[config.mk]
export PLATFORM = sky130hd
export DESIGN_NAME = divide_unit
export DESIGN_NICKNAME = d
export VERILOG_FILES = /design/src/verilog/dsp_bus_pkg.sv /design/src/verilog/divide_unit.sv
export SDC_FILE = /design/constraint.sdc
export NUM_CORES = 1
export LEC_CHECK = 0
export ABC_AREA = 1
export BUFFER_PORTS_ARGS = -buffer_cell sky130_fd_sc_hd__buf_2
export CORE_MARGIN = 2
export CORE_UTILIZATION = 45
export CTS_CLUSTER_DIAMETER = 100
export DETAILED_ROUTE_END_ITERATION = 10
export PLACE_DENSITY = 0.69
export SLEW_MARGIN = 10
export SYNTH_ARGS = -nofsm -noshare
export SYNTH_HDL_FRONTEND = slang
export SYNTH_SLANG_ARGS = --single-unit
[constraint.sdc]
create_clock -name sys_clk -period 12.2 [get_ports sys_clk]
set_clock_uncertainty 0.15 [all_clocks]
set_input_delay 2.44 -clock sys_clk [delete_from_list [all_inputs] [get_ports sys_clk]]
set_output_delay 2.44 -clock sys_clk [all_outputs]
set_load 0.01 [all_outputs]
[src/verilog/dsp_bus_pkg.sv]
//----------------------------------------------------------------------------
// Internal register bus of the DSP subsystem.
// 32-bit words on a 10-bit word address and 16-bit host halves.
// The bus is a plain strobe with no handshake. A peer answers one cycle
// after a read strobe, and unmapped addresses get no answer.
//----------------------------------------------------------------------------
package dsp_bus_pkg;

	localparam int word_bits = 32;	// Internal data word
	localparam int half_bits = 16;	// Host port half
	localparam int addr_bits = 10;	// Word address

	typedef logic [word_bits-1:0] word_t;
	typedef logic [half_bits-1:0] half_t;
	typedef logic [addr_bits-1:0] word_addr_t;

	// Local RAM sits at the bottom of the map
	localparam int ram_words     = 256;
	localparam int ram_addr_bits = $clog2(ram_words);

	// Control unit registers
	localparam word_addr_t ctrl_addr     = 10'h100;
	localparam word_addr_t irq_addr      = 10'h101;

	// Divider registers
	localparam word_addr_t div_dvsr_addr = 10'h110;	// Divisor in, quotient out
	localparam word_addr_t div_dvnd_addr = 10'h111;	// Dividend in and start, remainder out
	localparam word_addr_t div_stat_addr = 10'h112;	// Busy in bit 0

	// One write cycle, 43 bits
	typedef struct packed {
		logic       stb;
		word_addr_t addr;
		word_t      data;
	} reg_wr_t;

	// One read request, 11 bits
	typedef struct packed {
		logic       stb;
		word_addr_t addr;
	} reg_rd_t;

	// Read return from one peer, 33 bits
	typedef struct packed {
		logic  oe;	// High for the single return cycle
		word_t data;
	} rd_ret_t;

endpackage
[src/verilog/divide_unit.sv]
//----------------------------------------------------------------------------
// Iterative unsigned 32/32 divider, restoring, one quotient bit per cycle.
// Writing the dividend starts a run of 33 cycles with busy high.
// A zero divisor gives a quotient of all ones and the dividend as remainder.
// Operand writes while busy are dropped.
//----------------------------------------------------------------------------
`timescale 1ns/1ps

module divide_unit
(
	input  logic                 sys_clk,
	input  logic                 rst,
	input  dsp_bus_pkg::reg_wr_t wr,
	input  dsp_bus_pkg::reg_rd_t rd,
	output dsp_bus_pkg::rd_ret_t ret
);
	import dsp_bus_pkg::*;

	word_t       dvsr;	// Divisor
	word_t       quo;	// Dividend shifts out as quotient shifts in
	word_t       rem;	// Partial remainder
	logic [5:0]  cnt;	// 0 to 31 are steps, 32 is the finish cycle
	logic        busy;
	logic [32:0] shifted;	// Remainder with next dividend bit
	logic [32:0] trial;	// Trial subtraction
	logic        dvsr_zero;
	logic        q_bit;
	logic        wr_dvsr;
	logic        wr_dvnd;
	logic        rd_hit;

	assign wr_dvsr = wr.stb && (wr.addr == div_dvsr_addr);
	assign wr_dvnd = wr.stb && (wr.addr == div_dvnd_addr);
	assign rd_hit  = rd.stb && ((rd.addr == div_dvsr_addr) ||
		(rd.addr == div_dvnd_addr) || (rd.addr == div_stat_addr));

	assign shifted   = {rem, quo[31]};
	assign trial     = shifted - {1'b0, dvsr};
	assign dvsr_zero = (dvsr == '0);
	assign q_bit     = ~trial[32] | dvsr_zero;	// Zero divisor always subtracts nothing

	always_ff @(posedge sys_clk)
	begin
		if (rst)
		begin
			busy <= 1'b0;
			cnt  <= '0;
		end
		else if (busy)
		begin
			cnt <= cnt + 6'd1;
			if (cnt == 6'd32)
				busy <= 1'b0;	// Result settled
		end
		else if (wr_dvnd)
		begin
			busy <= 1'b1;
			cnt  <= '0;
		end

		// Operand load and shift-subtract steps
		if (!busy)
		begin
			if (wr_dvsr)
				dvsr <= wr.data;
			if (wr_dvnd)
			begin
				quo <= wr.data;
				rem <= '0;
			end
		end
		else if (!cnt[5])
		begin
			quo <= {quo[30:0], q_bit};
			rem <= q_bit ? trial[31:0] : shifted[31:0];	// Restore on borrow
		end
	end

	// Read returns
	always_ff @(posedge sys_clk)
	begin
		if (rst)
			ret.oe <= 1'b0;
		else
			ret.oe <= rd_hit;

		case (rd.addr)
			div_dvsr_addr: ret.data <= quo;
			div_dvnd_addr: ret.data <= rem;
			default:       ret.data <= word_t'(busy);	// Status word
		endcase
	end

	// Software must wait for busy to drop before loading new operands
	assert property (@(posedge sys_clk) disable iff (rst)
		busy |-> !(wr_dvsr || wr_dvnd))
		else $error("divide_unit: operand write while busy");

endmodule

Word-level counts from Yosys, hierarchy flattened
Index checks and enable logic that the tools add are counted.

$add $sub $neg: 2. Multipliers: 0. Divide/modulo/power cells: 0. Magnitude comparators: 0. Equal/unequal tests: 7. Shift-type cells: 0. Muxes and demuxes: 13. Bitwise operators: 3. Reduce and logical (&&, ||, !) cells: 9.

Operator list (number): $mux W32 (7); $pmux W32 S2 (1); $eq A10 B9 Y1 const B (5); $sub A33 B32 Y33 (1); $logic_not A32 Y1 (1); $mux W6 (2); $add A6 B1 Y6 const B (1); $eq A6 B6 Y1 const B (1); $reduce_and A2 Y1 (2); $logic_and A1 B1 Y1 (3); $mux W1 (3); $logic_or A1 B1 Y1 (2); $ne A2 B2 Y1 const B (1); $not A1 Y1 (2); $reduce_bool A2 Y1 (1); $or A1 B1 Y1 (1).

Register bits: 136. Latch bits: 0. Bits in writable memories: 0. Memory bits (read-only): 0. Input bits: 56. Memories: 0.

Depth between registers and ports, before layout
Gate-level depths: netlist (run 1).

Word-level depth: 6. Mapped depth: 17.

Worst setup path before layout (run 1)
No wires, ideal clock.

Path type: in2reg. From: in wr[39] in the netlist's numbering. To: reg quo[0], enable pin. Setup time: 0.507 ns. Arrival: 6.060 ns. Required time: 11.543 ns. Path slack: 5.483 ns. Stages on the path: 5. Cell sequence: nor2_1 nand3b_1 nor3_1 nor2_1 a21oi_1.

Cells in the longest elaborated chain, start to end: 4.

RTL lines: from (decl) (RTL line divide_unit.sv:13) `input dsp_bus_pkg::reg_wr_t wr,`; $eq A10 B9 Y1 (RTL line divide_unit.sv:33) `assign wr_dvnd = wr.stb && (wr.addr == div_dvnd_addr);`; $logic_and A1 B1 Y1 (RTL line divide_unit.sv:33); $reduce_bool A2 Y1 (no line); $reduce_and A2 Y1 (no line); to (signal assigned) (RTL line divide_unit.sv:68) `quo <= wr.data;`; to (signal assigned) (RTL line divide_unit.sv:74) `quo <= {quo[30:0], q_bit};`; to (decl) (RTL line divide_unit.sv:20) `word_t quo;`.

No other way between the ends. A chain may end at the register's enable or synchronous reset.

Final worst setup path (run 1)
From: in wr[39] in the netlist's numbering. To: reg rem[17], enable pin.

Cells in the longest elaborated chain, start to end: 4.

RTL lines: $eq A10 B9 Y1 (RTL line divide_unit.sv:33); $logic_and A1 B1 Y1 (RTL line divide_unit.sv:33); $reduce_bool A2 Y1 (no line); $reduce_and A2 Y1 (no line); to (signal assigned) (RTL line divide_unit.sv:75) `rem <= q_bit ? trial[31:0] : shifted[31:0];`; to (decl) (RTL line divide_unit.sv:21) `word_t rem;`.

No other way between the ends.

==> results of run 1 <==
==> cell type report <==
cell class | count | share of cell area
tap | 225 | 0.0307
clock buffer | 18 | 0.0469
inverter | 197 | 0.0807
multi-input combinational | 632 | 0.368
clock inverter | 14 | 0.0187
timing repair buffer | 94 | 0.0530
sequential | 136 | 0.402
==> metrics by stage <==
stage / std cells / hold WS (ns) / power [mW] / instance area [µm²] / setup WS (ns)
finish: 1316 / 0.353 / 1.04 / 9160 / 8.01
global route: 1316 / 0.385 / 1.06 / 9160 / 7.83
CTS: 1316 / 0.354 / 1.05 / 9160 / 8.01
detailed placement: 1284 / 0.344 / 0.520 / 8560 / 7.57
global placement: 1284 / 0.332 / 0.520 / 8560 / 7.68
floorplan: 996 / 0.310 / 0.508 / 7970 / 5.48
==> layer usage <==
layer | vias to the layer above | routed length (µm)
li1 | 3411 | -
met1 | 3021 | 9570
met2 | 167 | 9050
met3 | 23 | 977
met4 | 0 | 346
met5 | - | 0
==> kinds of logic after synthesis <==
group	synth area share
xor+xnor	0.00879
fa+ha+maj	0.0559
compound gates	0.0962
flops	0.462
simple gates	0.259
buf+inv	0.118
==> synthesized netlist by cell type, types with 2 or more instances <==
cell type  count
buf_2          3
inv_1        196
dfxtp_1       40
or2_2          4
edfxtp_1      96
nor3_1         6
nand3_2       17
nand2_1      275
a21oi_1       43
nand3b_1       5
clkbuf_1      18
nand4_1       42
buf_6          7
nand2_4        3
nor4_1         2
ha_1          34
nand3_1       26
xor2_1         7
o21ai_0       49
nand2_2        8
nor2_2         3
a21oi_2        4
nor2_1        55
o22ai_1       31
o21bai_1       2
a21o_1         3
==> flip-flops by register name, indices dropped and copies added, names as in the netlist <==
register	flops
ret	33
dvsr	32
quo	32
rem	32
cnt	6
busy	1
==> worst max-delay path: cells and delay by family <==
family / cells / cell delay (ns)
buffers and inverters: 2 / 0.81
AND/OR/NAND/NOR: 4 / 0.66
AO/OA/AOI/OAI: 1 / 0.15
==> power by group <==
group	total [mW]	switching [mW]	leakage (nW)	internal, mW
sequential	0.492	0.000103	1.27	0.492
combinational	0.0182	0.00885	3.03	0.00932
clock	0.531	0.209	0.287	0.322
==> worst paths after layout <==
| path | slack, ns | endpoint | startpoint | depth (start not counted) |
|---|---|---|---|---|
| worst max-delay path | 8.01 | rem[17] | wr[39] | 7 |
| worst min-delay path | 0.35 | cnt[4] | cnt[4] | 2 |
| worst max register to register | 9.19 | rem[28] | dvsr[0] | 14 |
| worst min register to register | 0.35 | cnt[4] | cnt[4] | 2 |
==> placed cells by master (no fill, tap or decap), drive strengths merged, types with 34 or more instances in the layout <==
master and n:
nand3 44, buf 94, edfxtp 96, nand2 286, inv 200, a21oi 47, dfxtp 40, nor2 58
nand4 42, ha 34, o21ai 49
==> metrics.csv, run 1 <==
stage,metric,value,unit
cts,cts-root-buf,clkbuf_16,
synthesis,ys_top_cells_by_area,"edfxtp_1 36%, nand2_1 13%, dfxtp_1 10%",
hold_path,hold_path_class,flop to flop,
timing,fin_crit,4.19,ns
finish,fill_cells,1670,
synthesis,syn_inst,996,
synthesis,yosysSeqAreaShare,0.462,
floorplan,row_count,48,
worst_setup_path,path_cells,buf_2 -> nor2_1 -> nand3b_1 -> nor3_1 -> nor2_1 -> a21oi_4 -> buf_4,
timing,max_freq,238,MHz
drt,ant_nets,0,
drt,vias,6622,
finish,post-route-util,0.530,
worst_setup_path,critPathRequiredTime,12.10,ns
synthesis,yosysUniqueCellTypes,43,
floorplan,start_util,0.461,
floorplan,core,17300,µm²
synthesis,synth_fp_nets,1087,
power_and_ir_drop,power_density,114,nW/µm²
global_route,grt_max_degree,67,
floorplan,pin_count,89,
place,gp_congestion,0.907,
power_and_ir_drop,vdd_ir_drop_max,0.000100,V
floorplan,dieWidth,137,µm
cts,path_clk_slew,0.06,ns
finish,n_antenna_cell,0,
power_and_ir_drop,power.leakage,4.59,nW
finish,multi_input_area,3370,µm²
drt,viasPerCell,5.03,
drt,first_pass_iters,5,
cts,hold_buffers,0,
global_route,grtUsageMet3,0.0393,
global_route,grt_pass1_wl,31.7,mm
worst_setup_path,cp_max_fo,64,
worst_setup_path,worstPathArrival,4.10,ns
global_route,grt_pass1_vias,6418,
flow_run,cap_violations,0,
synthesis,synthFlopType,edfxtp_1,
synthesis,post-synth-top-area-fraction,0.362,
global_route,grt_use_total,0.221,
synthesis,async_flop_share,0,
worst_setup_path,critPathSlowestCell,buf_4,
drt,post_drt_wl_per_cell,15.2,µm
synthesis,ys_ff_latch,136,
status,status,completed,
worst_setup_path,worstSetupEndpointType,flop,
cts,cts_resized,0,
drt,route.detailed.drc,0,
finish,drive_above_1_share,0.158,
place,port_buffers,88,
worst_setup_path,path_class,primary input to flop,
drt,routed_wl,19.9,mm
synthesis,synth_edf_count,96,
global_route,grt-ovfl-total,0,
timing,min_period_over_period,0.344,
place,hpwl,13.6,mm
timing,worst_slew_pin_slew,0.911,ns
worst_setup_path,path_common_cell,nor2_1,
cts,cts.path.max_buffers,2,
finish,area_growth_syn_to_layout,14.9,%
synthesis,syn-cell-area,7970,µm²
cts,clkLatencyLatePin,0.43,ns
timing,rsz0062_at_grt,false,
cts,h-tree-depth,4,
timing,slew_violations,0,
floorplan,dieArea,18800,µm²
cts,post_cts_buffers,0,
drt,drtIter0Drc,451,
cts,clock-sinks,136,
timing,hold_violations,0,
synthesis,avgSynthCellArea,8.01,µm²
global_route,top_usage_layer,met2,
synthesis,synth_top_area_cell,edfxtp_1,
cts,cts_tree,yes,
global_route,antenna_found_initial,0,
global_route,grt_use_met2,0.350,
worst_setup_path,startpoint_type,primary input,
finish,fin_nets,1169,
floorplan,die_h,137,µm
worst_setup_path,slowest_delay,0.71,ns
timing,finalSetupTns,0,ns
cts,cts_buffers,17,
global_route,met1_usage,0.305,
timing,slew-limit-headroom,0.392,
timing,finalSetupViolCount,0,
finish,seqCellArea,3680,µm²
synthesis,yosysWarnings,0,
(Power assumes the default switching activity.)
==> run 2: changes to the inputs <==
--- a/config.mk
+++ b/config.mk
@@ -5,13 +5,13 @@
 export SDC_FILE = /design/constraint.sdc
 export NUM_CORES = 1
 export LEC_CHECK = 0
-export ABC_AREA = 1
+export ABC_AREA = 0
 export BUFFER_PORTS_ARGS = -buffer_cell sky130_fd_sc_hd__buf_2
 export CORE_MARGIN = 2
 export CORE_UTILIZATION = 45
 export CTS_CLUSTER_DIAMETER = 100
 export DETAILED_ROUTE_END_ITERATION = 10
-export PLACE_DENSITY = 0.69
+export PLACE_DENSITY = 0.72
 export SLEW_MARGIN = 10
 export SYNTH_ARGS = -nofsm -noshare
 export SYNTH_HDL_FRONTEND = slang
==> constraint.sdc (replaced) <==
create_clock -name sys_clk -period 3.41 [get_ports sys_clk]
set_clock_uncertainty 0.15 [all_clocks]
set_input_delay 0.682 -clock sys_clk [delete_from_list [all_inputs] [get_ports sys_clk]]
set_output_delay 0.682 -clock sys_clk [all_outputs]
set_load 0.01 [all_outputs]
==> run 2 against run 1 <==
Against the previous run:
- sequential power rose to 3.6 times the previous value
- hold slack got worse by 0.060 ns
- clock power rose to 3.1 times the previous value
- global-route usage down 2.2 points
- critical path type is now flop to flop
- highest routed layer unchanged
==> metrics.csv, run 2 <==
stage,metric,value,unit,change
status,status,completed,,
synthesis,syn-cell-area,7300,µm²,-8.4%
synthesis,synth_top_family_by_area,compound AO/OA/AOI/OAI gates,,
place,post-place-ws,-0.0532,ns,-7.62 ns
cts,cts-root-buf,clkbuf_16,,
synthesis,syn_inst,684,,-31%
synthesis,yosysSeqAreaShare,0.505,,+0.0426
synthesis,synth_fp_nets,775,,-29%
worst_setup_path,path_common_cell,o221a_4,,
worst_setup_path,slowest_delay,0.45,ns,-0.26 ns
finish,n_antenna_cell,0,,unchanged
finish,layout_common_cells,"96 x edfxtp_1, 88 x buf_2, 64 x nor2_1",,
cts,clkLatencyLatePin,0.43,ns,about the same
worst_setup_path,startpoint_type,flop,,
power_and_ir_drop,vdd_ir_drop_max,0.000352,V,+250%
floorplan,row_count,46,,-4.2%
worst_setup_path,ff2ff_path_depth,13,,-1
power_and_ir_drop,power.leakage,3.54,nW,-23%
synthesis,synth_edf_count,96,,unchanged
finish,largest_reg_flops,33,,unchanged
floorplan,pin_count,89,,unchanged
finish,final_common_cell,edfxtp_1,,
flow_run,cap_violations,0,,unchanged
global_route,grt_pass1_wl,27.3,mm,-14%
worst_setup_path,path_cells,ha_2 -> fa_2 -> nand2b_1 -> a21oi_2 -> o221a_4 -> o211ai_2 -> a2111oi_4 -> o221a_4 -> nor2_4 -> buf_12 -> clkbuf_16 -> o31ai_1 -> a21oi_1,,
worst_setup_path,worstSetupEndpointType,flop,,
power_and_ir_drop,p_int,2.80,mW,+240%
timing,slew_violations,0,,unchanged
synthesis,synth_xor_area_frac,0.0276,,+0.0188
finish,fill_cells,1421,,-15%
worst_setup_path,crit_family,compound AO/OA/AOI/OAI gates,,
global_route,grt_pass1_vias,5450,,-15%
drt,drtIter0Drc,350,,-22%
cts,cts_tree,yes,,
power_and_ir_drop,clkPwrFrac,0.473,,-0.037
drt,route.detailed.drc,0,,unchanged
timing,max_freq,299,MHz,
power_and_ir_drop,p_seq_frac,0.499,,+0.027
worst_setup_path,worstPathArrival,3.35,ns,-0.75 ns
timing,min_period_over_period,0.980,,
worst_setup_path,critPathSlowestCell,a2111oi_4,,
synthesis,synth_fa_ha_area_frac,0.0610,,+0.00515
timing,layout_setup_ws,0.0686,ns,-7.94 ns
cts,cts_buffers,17,,unchanged
synthesis,yosysWarnings,0,,unchanged
cts,clock-sinks,136,,unchanged
synthesis,synth-simple-area-share,0.127,,-0.133
cts,path_clk_slew,0.07,ns,about the same
place,hpwl,11.7,mm,-14%
floorplan,die_h,131,µm,-4.2%
drt,first_pass_iters,4,,-1
synthesis,synth_top_area_cell,edfxtp_1,,
timing,slew-limit-headroom,0.515,,+0.123
hold_path,hold_path_class,primary input to flop,,
global_route,antenna_found_initial,0,,unchanged
hold_path,hold-path-cell-count,1,,-1
synthesis,post-synth-top-area-fraction,0.395,,+0.0333
global_route,grt_use_total,0.199,,-0.0224
finish,multi_input_area,3360,µm²,-0.26%
power_and_ir_drop,finalPower,3.53,mW,+240%
floorplan,dieArea,17300,µm²,-8.2%
synthesis,avgSynthCellArea,10.7,µm²,+33%
global_route,grt-ovfl-total,0,,unchanged
timing,hold_violations,0,,unchanged
synthesis,synthTopCellsByCount,"96 x edfxtp_1, 64 x nor2_1, 54 x nand2_1, 52 x a21oi_1, 43 x inv_1",,
drt,ant_nets,0,,unchanged
floorplan,dieWidth,131,µm,-4.2%
cts,h-tree-depth,4,,unchanged
power_and_ir_drop,p_comb_frac,0.028,,+0.011
power_and_ir_drop,power_density,402,nW/µm²,+250%
worst_setup_path,path_depth,13,,+6
power_and_ir_drop,switching_share,0.207,,-0.00199
synthesis,async_flop_share,0,,unchanged
worst_setup_path,path_class,flop to flop,,
finish,regMostFlops,ret,,
synthesis,ys_top_cells_by_area,"edfxtp_1 39%, dfxtp_1 11%, ha_1 5.8%",,
finish,seqCellArea,3680,µm²,unchanged
floorplan,core,15900,µm²,-8.2%
floorplan,start_util,0.460,,-0.00142
finish,post-route-util,0.553,,+0.0231
worst_setup_path,critPathRequiredTime,3.42,ns,-8.68 ns
finish,drive_above_1_share,0.244,,+0.0867
synthesis,yosysUniqueCellTypes,58,,+35%
finish,area_growth_syn_to_layout,20.2,%,
synthesis,yosys-mux-area-fraction,0.0944,,+0.0944
finish,fin_nets,876,,-25%
timing,rsz0062_at_grt,true,,
drt,routed_wl,17.2,mm,-14%
synthesis,synth.most_common_cell,edfxtp_1,,
synthesis,synth_compound_area_frac,0.143,,+0.0469
power_and_ir_drop,p_switching,0.731,mW,+240%
drt,vias,5646,,-15%
place,port_buffers,88,,unchanged
synthesis,ys_ff_latch,136,,unchanged
drt,post_drt_wl_per_cell,17.0,µm,+12%
cts,cts.path.max_buffers,2,,unchanged
global_route,grt_max_degree,65,,-3.0%
cts,hold_buffers,0,,unchanged
timing,finalSetupViolCount,0,,unchanged
place,gp_congestion,0.894,,-1.5%
worst_setup_path,critPathBufInv,2,,unchanged
timing,worst_slew_pin_slew,0.727,ns,-0.184 ns
worst_setup_path,cp_max_fo,6,,-91%
synthesis,synthFlopType,edfxtp_1,,
drt,viasPerCell,5.57,,+11%
timing,fin_crit,3.34,ns,
-- run 2: changes by cell type after synthesis, sizes merged, moves of 14 or more --
cell	previous run	this run
a211oi	1	15
inv	197	43
mux2	0	31
mux2i	0	34
nand2	286	54
nand3	44	7
nand4	42	10
o21ai	49	19
o22ai	31	3
-- run 2: per-layer routing --
layer	track usage	wire length [µm]	vias to the layer above	part of all wire
met4	0.0700	284	0	0.016
met5	0	0	-	0
met1	0.257	7770	2740	0.45
met2	0.325	8320	151	0.48
met3	0.0502	868	22	0.050
li1	-	-	2733	-
-- run 2: cell type report --
class	count	area share
clock inverters	12	0.00983
repair buffers	117	0.0889
multi-input cells	470	0.383
clock buffers	20	0.0497
inverters	43	0.0184
flip-flops and latches	136	0.420
well taps	216	0.0308
-- run 2: logic make-up (layout without fill, tap and decap cells) --
| family | Yosys count | after routing |
|---|---|---|
| AO/OA/AOI/OAI | 153 | 153 |
| XOR/XNOR | 23 | 23 |
| adder cells (fa/ha/maj) | 35 | 35 |
| buffers and inverters | 78 | 192 |
| flip-flops | 136 | 136 |
| multiplexers | 65 | 65 |
| AND/OR/NAND/NOR | 194 | 194 |
-- run 2: power by group through the flow --
| stage | clock network [mW] | registers, mW | logic (mW) |
|---|---|---|---|
| after floorplan | 0 | 1.80 | 0.0486 |
| after global placement | 0 | 1.80 | 0.0943 |
| after detailed placement | 0 | 1.80 | 0.0967 |
| after CTS | 1.70 | 1.76 | 0.0972 |
| after global routing | 1.76 | 1.76 | 0.107 |
| final | 1.67 | 1.76 | 0.0974 |
-- run 2: stage by stage --
stage	hold slack [ns]	std cells	cell area (µm²)	TNS, ns
finish	0.292	1014	8780	0
global route	0.274	1014	8780	-1.31
CTS	0.267	1006	8590	0
detailed placement	0.347	974	8070	-0.305
global placement	0.340	974	8070	0
floorplan	0.323	684	7300	0
-- run 2: path summary, 6_finish.rpt --
path                               from       end  slack, ns
worst max-delay path            dvsr[0]   rem[29]       0.07
worst min register to register   quo[3]    ret[3]       0.35
worst min-delay path             wr[22]  dvsr[22]       0.29
worst max register to register  dvsr[0]   rem[29]       0.07
-- run 2: worst reg2reg max path: cells and delay by family, from the launching register on --
family / cells / cell delay (ns)
flops: 1 / 0.39
simple gates: 2 / 0.23
buf+inv: 2 / 0.30
compound gates: 7 / 1.45
fa+ha+maj: 2 / 0.56
-- run 2: what timing repair did --
action | 4_1_cts | 5_1_grt
gates resized for setup | 1 | 13
cloned | 0 | 3
setup endpoints to repair | 21 | 33
setup buffers | 0 | 5
pin swaps | 0 | 8
==> run 3: changes to the inputs <==
--- a/config.mk
+++ b/config.mk
@@ -7,11 +7,10 @@
 export LEC_CHECK = 0
 export ABC_AREA = 0
 export BUFFER_PORTS_ARGS = -buffer_cell sky130_fd_sc_hd__buf_2
-export CORE_MARGIN = 2
-export CORE_UTILIZATION = 45
+export CORE_UTILIZATION = 53
 export CTS_CLUSTER_DIAMETER = 100
 export DETAILED_ROUTE_END_ITERATION = 10
-export PLACE_DENSITY = 0.72
+export PLACE_DENSITY = 0.82
 export SLEW_MARGIN = 10
 export SYNTH_ARGS = -nofsm -noshare
 export SYNTH_HDL_FRONTEND = slang
==> run 3 against run 2 <==
Against the previous run:
- non-clock buffer count grew 6
- maximum frequency is essentially flat
- sequential power is essentially flat
- utilization grew 11 points
- critical path depth is the same
- via count grew 3.0%
- hold slack lost 0.00061 ns
- largest power group is now the clock network
==> metrics.csv, run 3 (synthesis gave the netlist of run 2 again) <==
stage,metric,value,unit,change
floorplan,dieWidth,119,µm,-9.1%
flow_run,cap_violations,0,,unchanged
worst_setup_path,worstSetupEndpointType,flop,,
worst_setup_path,path_class,flop to flop,,
finish,drive_above_1_share,0.266,,+0.0218
hold_path,hold_path_class,primary input to flop,,
power_and_ir_drop,power_density,417,nW/µm²,+3.8%
place,post_dp_cell_area,8000,µm²,-0.84%
timing,rsz0062_at_grt,true,,
power_and_ir_drop,power.leakage,3.58,nW,+1.2%
cts,cts.path.max_buffers,2,,unchanged
drt,routed_wl,17.8,mm,+3.2%
cts,cts_tree,yes,,
drt,drtIter0Drc,397,,+13%
floorplan,core,13300,µm²,-16%
floorplan,pin_count,89,,unchanged
timing,slew_violations,0,,unchanged
global_route,grt_pass1_vias,5665,,+3.9%
finish,post-route-util,0.664,,+0.112
drt,ant_nets,0,,unchanged
global_route,grt_max_degree,59,,-9.2%
cts,path_clk_slew,0.06,ns,about the same
place,hpwl,11.9,mm,+1.7%
global_route,grt_pass1_wl,27.8,mm,+1.8%
cts,cts-root-buf,clkbuf_16,,
worst_setup_path,crit_path_start,dvsr[5],,
timing,hold_violations,0,,unchanged
finish,regMostFlops,ret,,
timing,min_period_over_period,0.979,,about the same
global_route,antenna_found_initial,0,,unchanged
cts,h-tree-depth,4,,unchanged
floorplan,die_h,119,µm,-9.1%
worst_setup_path,path_cells,inv_2 -> ha_4 -> a21o_1 -> a211o_1 -> o221a_4 -> o211ai_4 -> a2111oi_4 -> buf_4 -> o221a_4 -> or2_4 -> buf_4 -> a21oi_2 -> nor2_1,,
worst_setup_path,critPathSlowestCell,edfxtp_1,,
finish,fin_nets,882,,+0.68%
timing,finalSetupViolCount,0,,unchanged
worst_setup_path,cp_max_fo,12,,+6
finish,n_antenna_cell,0,,unchanged
worst_setup_path,startpoint_type,flop,,
place,port_buffers,88,,unchanged
cts,hold_buffers,0,,unchanged
finish,area_growth_syn_to_layout,21.4,%,
drt,vias,5816,,+3.0%
place,gp_congestion,0.992,,+11%
cts,cts_buffers,17,,unchanged
power_and_ir_drop,vdd_ir_drop_max,0.000306,V,-13%
drt,route.detailed.drc,0,,unchanged
cts,clock-sinks,136,,unchanged
global_route,top_usage_layer,met2,,
drt,first_pass_iters,5,,+1
timing,fin_crit,3.34,ns,-0.00213 ns
finish,layout_common_cells,"96 x edfxtp_1, 88 x buf_2, 64 x nor2_1",,
finish,largest_reg_flops,33,,unchanged
worst_setup_path,r2r_start,dvsr[5],,
floorplan,row_count,42,,-8.7%
global_route,grt-ovfl-total,0,,unchanged
finish,stdcell_area,8860,µm²,+0.98%
timing,slew-limit-headroom,0.511,,-0.00465
timing,holdWs,0.292,ns,-0.000609 ns
status,status,completed,,
global_route,met1_usage,0.318,,+0.0611
timing,max_freq,299,MHz,about the same
global_route,grt_use_met2,0.428,,+0.103
drt,post_drt_wl_per_cell,18.2,µm,+6.8%
finish,final_common_cell,edfxtp_1,,
floorplan,start_util,0.547,,+0.0874
worst_setup_path,worstPathArrival,3.35,ns,about the same
global_route,grt_use_total,0.251,,+0.0521
drt,viasPerCell,5.93,,+6.6%
worst_setup_path,critPathRequiredTime,3.42,ns,about the same
hold_path,min_from,wr[9],,
timing,worst_slew_pin_slew,0.734,ns,+0.00697 ns
global_route,grtUsageMet3,0.0522,,+0.00205
floorplan,dieArea,14200,µm²,-17%
cts,clkLatencyLatePin,0.43,ns,about the same
worst_setup_path,slowest_delay,0.43,ns,-0.02 ns
==> run 3: cell types whose count changed in the layout (fill, tap and decap cells not counted), moves of 3 or more <==
| cell | previous run | this run |
|---|---|---|
| a211oi_2 | 3 | 6 |
| ha_4 | 0 | 3 |
| ha_1 | 33 | 30 |
| a211oi_1 | 12 | 9 |
| buf_4 | 20 | 29 |
| buf_12 | 5 | 1 |
| clkinv_4 | 0 | 3 |
==> run 3: path summary, 6_finish.rpt <==
path | end | slack (ns) | cells after the start
worst min-delay path | dvsr[9] | 0.29 | 1
worst min register to register | ret[6] | 0.35 | 2
worst max register to register | rem[10] | 0.07 | 13
worst max-delay path | rem[10] | 0.07 | 13
==> run 3: layout make-up <==
class | instances | area [µm²]
well taps | 176 | 220
fillers | 1058 | 4480
clock buffers | 19 | 433
multi-input cells | 470 | 3440
inverters | 43 | 161
clock inverters | 13 | 155
repair buffers | 123 | 769
flip-flops and latches | 136 | 3680
==> run 3: routing by layer <==
metal | part of all wire | routed length [µm]
met2 | 0.50 | 8930
met1 | 0.43 | 7730
met3 | 0.051 | 911
met4 | 0.012 | 212
met5 | 0 | 0
==> run 3: repair_timing <==
item                       in CTS  in global routing
setup endpoints to repair      26                 33
buffers inserted                0                 10
resized for setup               2                 28
gates cloned                    0                  3
pin swaps                       0                 17
==> run 3: where the power goes <==
part	internal, mW	switching (mW)	leakage (nW)	total [mW]
clock	1.14	0.698	0.284	1.84
combinational	0.0531	0.0437	2.17	0.0969
sequential	1.76	0.000866	1.12	1.76
total	2.96	0.743	3.58	3.70
==> run 3: stage by stage <==
| step | setup WS (ns) | TNS, ns | power [mW] | cells |
|---|---|---|---|---|
| 2_1_floorplan | 0.146 | 0 | 1.84 | 684 |
| 3_3_place_gp | 0.0457 | 0 | 1.89 | 935 |
| 3_5_place_dp | -0.107 | -0.886 | 1.89 | 935 |
| 4_1_cts | 0.0102 | 0 | 3.72 | 967 |
| 5_1_grt | -0.0435 | -0.200 | 3.80 | 980 |
| 6_report | 0.0708 | 0 | 3.70 | 980 |
==> run 3: worst max-delay path: cells and delay by family (launching register included) <==
family | cells | cell delay (ns)
flops | 1 | 0.43
simple gates | 2 | 0.34
buf+inv | 3 | 0.46
fa+ha+maj | 1 | 0.22
compound gates | 7 | 1.47
